==> config.mk <==
export PLATFORM = sky130hd
export DESIGN_NAME = fb_pattern_writer
export DESIGN_NICKNAME = d
export VERILOG_FILES = /design/src/fb_pkg.sv /design/src/fb_scan_control.sv /design/src/fb_pattern_gen.sv /design/src/fb_pixel_packer.sv /design/src/fb_write_port.sv /design/src/fb_pattern_writer.sv
export SDC_FILE = /design/constraint.sdc
export NUM_CORES = 1
export LEC_CHECK = 0
export BUFFER_PORTS_ARGS = -buffer_cell sky130_fd_sc_hd__buf_2
export CAP_MARGIN = 20
export CELL_PAD_IN_SITES_DETAIL_PLACEMENT = 0
export CELL_PAD_IN_SITES_GLOBAL_PLACEMENT = 2
export CORE_ASPECT_RATIO = 1.4
export CORE_MARGIN = 3
export CORE_UTILIZATION = 36
export CTS_CLUSTER_DIAMETER = 100
export CTS_CLUSTER_SIZE = 28
export DETAILED_ROUTE_END_ITERATION = 16
export HOLD_SLACK_MARGIN = 0.08
export PLACE_DENSITY_LB_ADDON = 0.1
export SLEW_MARGIN = 20
export SYNTH_ARGS = -nofsm -noshare
export SYNTH_HDL_FRONTEND = slang
export SYNTH_SLANG_ARGS = --single-unit
==> constraint.sdc <==
create_clock -name clk_in -period 26.7 [get_ports clk_in]
set_input_delay 2.67 -clock clk_in [delete_from_list [all_inputs] [get_ports clk_in]]
set_output_delay 2.67 -clock clk_in [all_outputs]
set_load 0.05 [all_outputs]
==> src/fb_pkg.sv <==
package fb_pkg;

  // Pixel formats
  typedef logic [23:0] rgb888_t;
  typedef logic [15:0] rgb565_t;

  // Eight RGB565 pixels, lane 0 in the low bits
  typedef logic [127:0] fb_word_t;

  // Word address in 128-bit blocks
  typedef logic [26:0] fb_addr_t;

  // Raster positions
  typedef logic [10:0] hpix_t;
  typedef logic [9:0]  vline_t;

  localparam int PIXELS_PER_WORD = 8;

  typedef enum logic [1:0] {
    PAT_SOLID,
    PAT_CROSS,
    PAT_HRAMP,
    PAT_MIX
  } pattern_e;

  // Scan position handed to the packer
  typedef struct packed {
    logic [7:0] hword;
    vline_t     vline;
    pattern_e   pattern;
  } scan_pos_t;

  // One memory write beat
  typedef struct packed {
    fb_addr_t addr;
    fb_word_t data;
    logic     last;
  } fb_beat_t;

  typedef enum logic [1:0] {
    CTRL_IDLE,
    CTRL_LOAD,
    CTRL_WAIT_PORT,
    CTRL_DONE
  } ctrl_state_e;

endpackage

==> src/fb_scan_control.sv <==
module fb_scan_control import fb_pkg::*; #(
  parameter int       H_WORDS = 160,
  parameter int       V_LINES = 720,
  parameter fb_addr_t FB_BASE = '0
) (
  input  logic      clk_in,
  input  logic      reset,
  input  logic      frame_req,
  input  pattern_e  pattern_sel,
  output logic      frame_ack,
  output scan_pos_t scan_pos,
  output logic      load,
  output fb_addr_t  beat_addr,
  output logic      beat_last,
  input  logic      port_done
);

  localparam logic [7:0] H_LAST = 8'(H_WORDS - 1);
  localparam vline_t     V_LAST = vline_t'(V_LINES - 1);

  ctrl_state_e state;
  ctrl_state_e state_next;
  logic [7:0]  hword;
  vline_t      vline;
  pattern_e    pattern;
  fb_addr_t    addr;
  logic        at_h_end;
  logic        step;

  assign at_h_end  = (hword == H_LAST);
  assign beat_last = at_h_end && (vline == V_LAST);

  // Counters move once per completed beat
  assign step = (state == CTRL_WAIT_PORT) && port_done;

  always_comb begin
    state_next = state;
    case (state)
      CTRL_IDLE: begin
        if (frame_req) begin
          state_next = CTRL_LOAD;
        end
      end
      CTRL_LOAD: begin
        state_next = CTRL_WAIT_PORT;
      end
      CTRL_WAIT_PORT: begin
        if (port_done) begin
          state_next = beat_last ? CTRL_DONE : CTRL_LOAD;
        end
      end
      CTRL_DONE: begin
        // Hold ack until the host lets go of the request
        if (!frame_req) begin
          state_next = CTRL_IDLE;
        end
      end
      default: state_next = CTRL_IDLE;
    endcase
  end

  always_ff @(posedge clk_in) begin
    if (reset) begin
      state <= CTRL_IDLE;
    end else begin
      state <= state_next;
    end
  end

  // Pattern is fixed for the whole frame
  always_ff @(posedge clk_in) begin
    if (reset) begin
      pattern <= PAT_SOLID;
    end else if ((state == CTRL_IDLE) && frame_req) begin
      pattern <= pattern_sel;
    end
  end

  // Raster counters and running address, wrapping back to frame start
  always_ff @(posedge clk_in) begin
    if (reset) begin
      hword <= '0;
      vline <= '0;
      addr  <= FB_BASE;
    end else if (step) begin
      if (beat_last) begin
        hword <= '0;
        vline <= '0;
        addr  <= FB_BASE;
      end else if (at_h_end) begin
        hword <= '0;
        vline <= vline + 1'b1;
        addr  <= addr + 1'b1;
      end else begin
        hword <= hword + 1'b1;
        addr  <= addr + 1'b1;
      end
    end
  end

  assign load      = (state == CTRL_LOAD);
  assign frame_ack = (state == CTRL_DONE);
  assign beat_addr = addr;

  assign scan_pos.hword   = hword;
  assign scan_pos.vline   = vline;
  assign scan_pos.pattern = pattern;

endmodule

==> src/fb_pattern_gen.sv <==
module fb_pattern_gen import fb_pkg::*; #(
  parameter int H_WORDS = 160,
  parameter int V_LINES = 720
) (
  input  pattern_e pattern,
  input  hpix_t    x,
  input  vline_t   y,
  output rgb888_t  pixel
);

  // Crosshair centre, half the frame in each direction
  localparam hpix_t  X_CENTER = hpix_t'(4 * H_WORDS);
  localparam vline_t Y_CENTER = vline_t'(V_LINES / 2);

  logic [7:0] x_lo;
  logic [7:0] y_lo;
  logic [7:0] mix_sum;
  logic       on_cross;

  assign x_lo     = x[7:0];
  assign y_lo     = y[7:0];
  // 8-bit sum, wraps on overflow
  assign mix_sum  = x_lo + y_lo;
  assign on_cross = (y == Y_CENTER) || (x == X_CENTER);

  always_comb begin
    case (pattern)
      PAT_SOLID: begin
        // Magenta
        pixel = {8'hff, 8'h00, 8'hff};
      end
      PAT_CROSS: begin
        if (on_cross) begin
          pixel = {8'hff, 8'hff, 8'hff};
        end else begin
          pixel = {8'h00, 8'h00, 8'h00};
        end
      end
      PAT_HRAMP: begin
        // Grey level follows the column
        pixel = {x_lo, x_lo, x_lo};
      end
      PAT_MIX: begin
        pixel = {x_lo, y_lo, mix_sum};
      end
      default: begin
        pixel = '0;
      end
    endcase
  end

endmodule

==> src/fb_pixel_packer.sv <==
module fb_pixel_packer import fb_pkg::*; #(
  parameter int H_WORDS = 160,
  parameter int V_LINES = 720
) (
  input  scan_pos_t scan_pos,
  output fb_word_t  word
);

  localparam int LANE_BITS = $bits(rgb565_t);

  // First pixel column of this word
  hpix_t base_x;

  assign base_x = {scan_pos.hword, 3'b000};

  for (genvar lane = 0; lane < PIXELS_PER_WORD; lane++) begin : g_lane
    hpix_t   x;
    rgb888_t pixel;
    rgb565_t px565;

    assign x = base_x + hpix_t'(lane);

    fb_pattern_gen #(
      .H_WORDS(H_WORDS),
      .V_LINES(V_LINES)
    ) i_gen (
      .pattern(scan_pos.pattern),
      .x      (x),
      .y      (scan_pos.vline),
      .pixel  (pixel)
    );

    // Keep the top 5/6/5 bits of each channel
    assign px565 = {pixel[23:19], pixel[15:10], pixel[7:3]};

    assign word[lane*LANE_BITS +: LANE_BITS] = px565;
  end

endmodule

==> src/fb_write_port.sv <==
module fb_write_port import fb_pkg::*; (
  input  logic     clk_in,
  input  logic     reset,
  input  logic     load,
  input  fb_addr_t beat_addr,
  input  logic     beat_last,
  input  fb_word_t word,
  output fb_beat_t mem_beat,
  output logic     mem_req,
  input  logic     mem_ack,
  output logic     port_busy,
  output logic     port_done
);

  typedef enum logic [1:0] {
    PORT_IDLE,
    PORT_REQ,
    PORT_RELEASE
  } port_state_e;

  port_state_e state;

  assign port_busy = (state != PORT_IDLE);
  assign mem_req   = (state == PORT_REQ);

  // Beat is delivered once ack has dropped after req went low
  assign port_done = (state == PORT_RELEASE) && !mem_ack;

  always_ff @(posedge clk_in) begin
    if (reset) begin
      state <= PORT_IDLE;
    end else begin
      case (state)
        PORT_IDLE: begin
          if (load) begin
            state <= PORT_REQ;
          end
        end
        PORT_REQ: begin
          if (mem_ack) begin
            state <= PORT_RELEASE;
          end
        end
        PORT_RELEASE: begin
          if (!mem_ack) begin
            state <= PORT_IDLE;
          end
        end
        default: state <= PORT_IDLE;
      endcase
    end
  end

  // Beat held steady for the whole exchange
  always_ff @(posedge clk_in) begin
    if (load && !port_busy) begin
      mem_beat.addr <= beat_addr;
      mem_beat.data <= word;
      mem_beat.last <= beat_last;
    end
  end

endmodule

==> src/fb_pattern_writer.sv <==
module fb_pattern_writer import fb_pkg::*; #(
  parameter int       H_WORDS = 160,
  parameter int       V_LINES = 720,
  parameter fb_addr_t FB_BASE = '0
) (
  input  logic     clk_in,
  input  logic     reset,
  input  logic     frame_req,
  input  pattern_e pattern_sel,
  output logic     frame_ack,
  output fb_beat_t mem_beat,
  output logic     mem_req,
  input  logic     mem_ack
);

  scan_pos_t scan_pos;
  fb_word_t  word;
  fb_addr_t  beat_addr;
  logic      beat_last;
  logic      load;
  logic      port_done;
  // Exchange in progress, watched by the bound checker
  logic      port_busy;

  fb_scan_control #(
    .H_WORDS(H_WORDS),
    .V_LINES(V_LINES),
    .FB_BASE(FB_BASE)
  ) i_control (
    .clk_in     (clk_in),
    .reset      (reset),
    .frame_req  (frame_req),
    .pattern_sel(pattern_sel),
    .frame_ack  (frame_ack),
    .scan_pos   (scan_pos),
    .load       (load),
    .beat_addr  (beat_addr),
    .beat_last  (beat_last),
    .port_done  (port_done)
  );

  fb_pixel_packer #(
    .H_WORDS(H_WORDS),
    .V_LINES(V_LINES)
  ) i_packer (
    .scan_pos(scan_pos),
    .word    (word)
  );

  fb_write_port i_port (
    .clk_in   (clk_in),
    .reset    (reset),
    .load     (load),
    .beat_addr(beat_addr),
    .beat_last(beat_last),
    .word     (word),
    .mem_beat (mem_beat),
    .mem_req  (mem_req),
    .mem_ack  (mem_ack),
    .port_busy(port_busy),
    .port_done(port_done)
  );

endmodule

==> summary.md <==
| Metric | Value |
|---|---|
| Status | `finished clean` |
| Sink Count | `142` |
| Global-route wire length before repair | `25,500 um` |
| Total track usage | `0.156` |
| Max-slew headroom | `0.355` |
| Via count | `4,970` |
| Worst EP arrival | `just under 5 ns` |
| Initial core utilization | `0.372` |
| Gr ovfl total | `0` |
| DP HPWL | `11,800 um` |
| Slowest CP cell | `nor2_1` |
| Setup TNS | `0 ns` |
| Vias in the first global route | `around 4,800` |
| Crit path max-delay family | `simple AND/OR/NAND/NOR gates` |
| Mean Syn Cell Area | `10.5 um^2` |
| Crit Path Category | `input port to flop` |
| Leading area contributor after synthesis | `edfxtp_1` |
| Share of layout cells above drive strength 1 | `0.266` |
| Vias/cell | `4.89` |
| Clock-pin slew on the worst setup and hold paths | `approximately 0.060 ns` |
| Peak VDD IR | `41.4 uV` |
| Post-CTS Setup Inserts | `0` |
| Ports | `approximately 160` |
| Syn nets | `~690` |
| Final Core Density | `0.429` |
| Inserted Diodes | `0` |
| Crit start category | `input port` |
| HP Class | `flop to flop` |
| Hold depth | `0` |
| Yosys reg bits | `about 140` |
| Worst skew pair latency | `about 0.42 ns` |
| Worst r2r src | `i_control.vline[1]$_SDFFE_PP0P_` |
| Post-route ant nets | `0` |
| Root Driver | `clkbuf_16` |
| Worst-Margin Slew | `0.954 ns` |
| Gate count of the mapped netlist | `670` |
| PD cells | `65.0 mW/mm^2` |
| Post-synth EDFFs | `91` |
| Unrepaired setup endpoints after global routing | `false` |
| WP depth | `7` |
| Crit. End Element | `flop` |
| Cts hold-fix bufs | `0` |
| Die area | `0.0213 mm^2` |
| Initial antenna violation count | `0` |
| Drt total wl | `16,400 um` |
| Nets | `780` |
| Hold slack | `0.435 ns` |
| CTS resizes | `0` |
| Ys Warns | `0` |
| Final Hold Fails | `0` |
| Drt drc | `0` |
| Most frequent cells in the layout | `buf_2 (163), edfxtp_1 (91), nor2_1 (56), o21ai_0 (54), dfxtp_1 (51)` |
| Die H | `between 150 and 200 um` |
| Reg-to-reg setup timing slack | `24.01 ns` |
| CP Cell Sequence | `buf_2 > or3b_1 > nor2_1 > nand2_1 > o21bai_2 > buf_4 > nor2_1` |
| Synth Flop Type | `edfxtp_1` |
| Total Power | `0.000527 W` |
| CP max FO | `22` |
| R2r endpoint | `i_control.beat_addr[25]$_SDFFE_PP0P_` |
| Die Wd | `124 um` |
| Hold Path Sink | `i_port.mem_beat[145]$_DFFE_PP_` |
| CP bufs+invs | `2` |
| Most frequent CP cell | `nor2_1` |
| Netlist cell types | `48` |
| Port bufs | `between 150 and 200` |
| Fin. max-slew vios | `0` |
| # Max-Cap Violations | `0` |
| Synthesized cell area | `0.00704 mm^2` |
| Crit. Startpoint | `mem_ack` |
| Most common cell after layout, fill and taps aside | `buf_2` |
| Reg2reg path depth | `7` |
| Leak | `3.09 nW` |
| GPL Wtd Cong | `between 0.8 and 0.9` |
| Min Tclk post-route | `4.51 ns` |
| Min-delay src | `i_control.beat_addr[16]$_SDFFE_PP0P_` |
| Fin crit share | `0.169` |
| Top cells by area, synth | `edfxtp_1 (39%), dfxtp_1 (15%), buf_4 (6.9%)` |
| Register area share after synthesis | `0.534` |
| DRT iter0 DRCs | `258` |
| CTS Buf Count | `17` |
| Clock Skews | `0.0137 ns` |
| CTS max path bufs | `2` |
| Synthesis-to-layout area growth | `15.1%` |
| Critical path's largest stage delay | `0.48 ns` |
| Top-area cell type share of the netlist area | `0.388` |
| Floorplan core area | `0.0189 mm^2` |
| Ys async rst share | `0` |
| # rows | `59` |
| Critical Path RT | `between 20 and 30 ns` |
| Pre-Repair DR Iteration Count | `4` |
| H-tree depth | `4` |
| Final setup violation count | `0` |
| Fmax | `222 MHz` |
| CTS tree | `built` |
| WL/cell | `16.1 um` |
| Largest net degree at the start of global routing | `58` |
==> per-stage QoR <==
stage | area (um^2) | worst slack [ns] | instances
after global placement | 7570 | 21.74 | 984
after floorplan | 7040 | 16.04 | 670
after global routing | 8100 | 21.93 | 1016
after CTS | 8100 | 22.15 | 1016
final | 8100 | 22.19 | 1016
after detailed placement | 7570 | 21.70 | 984
==> worst register-to-register path, stage by stage (launching register included) <==
cell and delay [ns]:
dfxtp_1 0.69, ha_1 0.47, nand3_1 0.17, nor3_1 0.22
nand2_1 0.13, o21bai_2 0.43, buf_4 0.36, nor2_1 0.09
==> sequential cells by signal, indices dropped and copies added, names as in the netlist <==
signal / flops
i_control.state: 2
i_port.mem_beat: 91
i_control.vline: 10
i_control.beat_addr: 27
i_port.state: 2
i_control.pattern: 2
i_control.hword: 8
==> worst max path at each step <==
stage,to,slack (ns)
after floorplan,i_port.mem_beat[0]$_DFFE_PP_,16.04
after global placement,i_control.vline[2]$_SDFFE_PP0P_,21.74
after detailed placement,i_control.beat_addr[25]$_SDFFE_PP0P_,21.70
after CTS,i_control.beat_addr[25]$_SDFFE_PP0P_,22.15
after global routing,i_control.beat_addr[4]$_SDFFE_PP0P_,21.93
final,i_control.beat_addr[25]$_SDFFE_PP0P_,22.19
==> metal layers <==
layer  track usage  share of wire
met3        0.0329          0.039
met5             0              0
met4        0.0634          0.018
met1         0.182           0.41
met2         0.274           0.53
==> power by group <==
group          internal (W)  leakage, nW  switching (W)
combinational     0.0000118         1.58      0.0000546
sequential         0.000244         1.26     0.00000397
clock              0.000123        0.257      0.0000900
total              0.000378         3.09       0.000149
==> cell usage after synthesis (all sizes together) (2+ instances only) <==
cell type and count:
nor4b 3, o311a 5, nand2 48, and4 4
and3 4, o21ai 55, nor4 12, or3 6
nor2b 9, xor2 33, a21oi 31, xnor2 41
a2bb2oi 2, o21bai 2, o311ai 2, nor2 57
clkbuf 23, buf 73, o211ai 5, a21o 6
or4 5, mux2 3, nand4 13, nand3 25
edfxtp 91, nand2b 7, nor3b 3, dfxtp 51
fa 2, ha 13, nor3 10, inv 17
==> layout make-up <==
| cell class | instances | area [um^2] |
|---|---|---|
| clock buffer | 21 | 460 |
| clock inverter | 11 | 66.3 |
| fill | 1896 | 10800 |
| inverter | 17 | 63.8 |
| multi-input combinational | 415 | 2610 |
| sequential | 142 | 3750 |
| tap | 244 | 305 |
| timing repair buffer | 166 | 838 |
==> cells by family after synthesis <==
| group | synth area share |
|---|---|
| AND/OR/NAND/NOR | 0.155 |
| flip-flops | 0.534 |
| buffers and inverters | 0.0967 |
| AO/OA/AOI/OAI | 0.0871 |
| XOR/XNOR | 0.0921 |
| adder cells (fa/ha/maj) | 0.0288 |
| multiplexers | 0.00622 |
(Power assumes the default switching activity.)
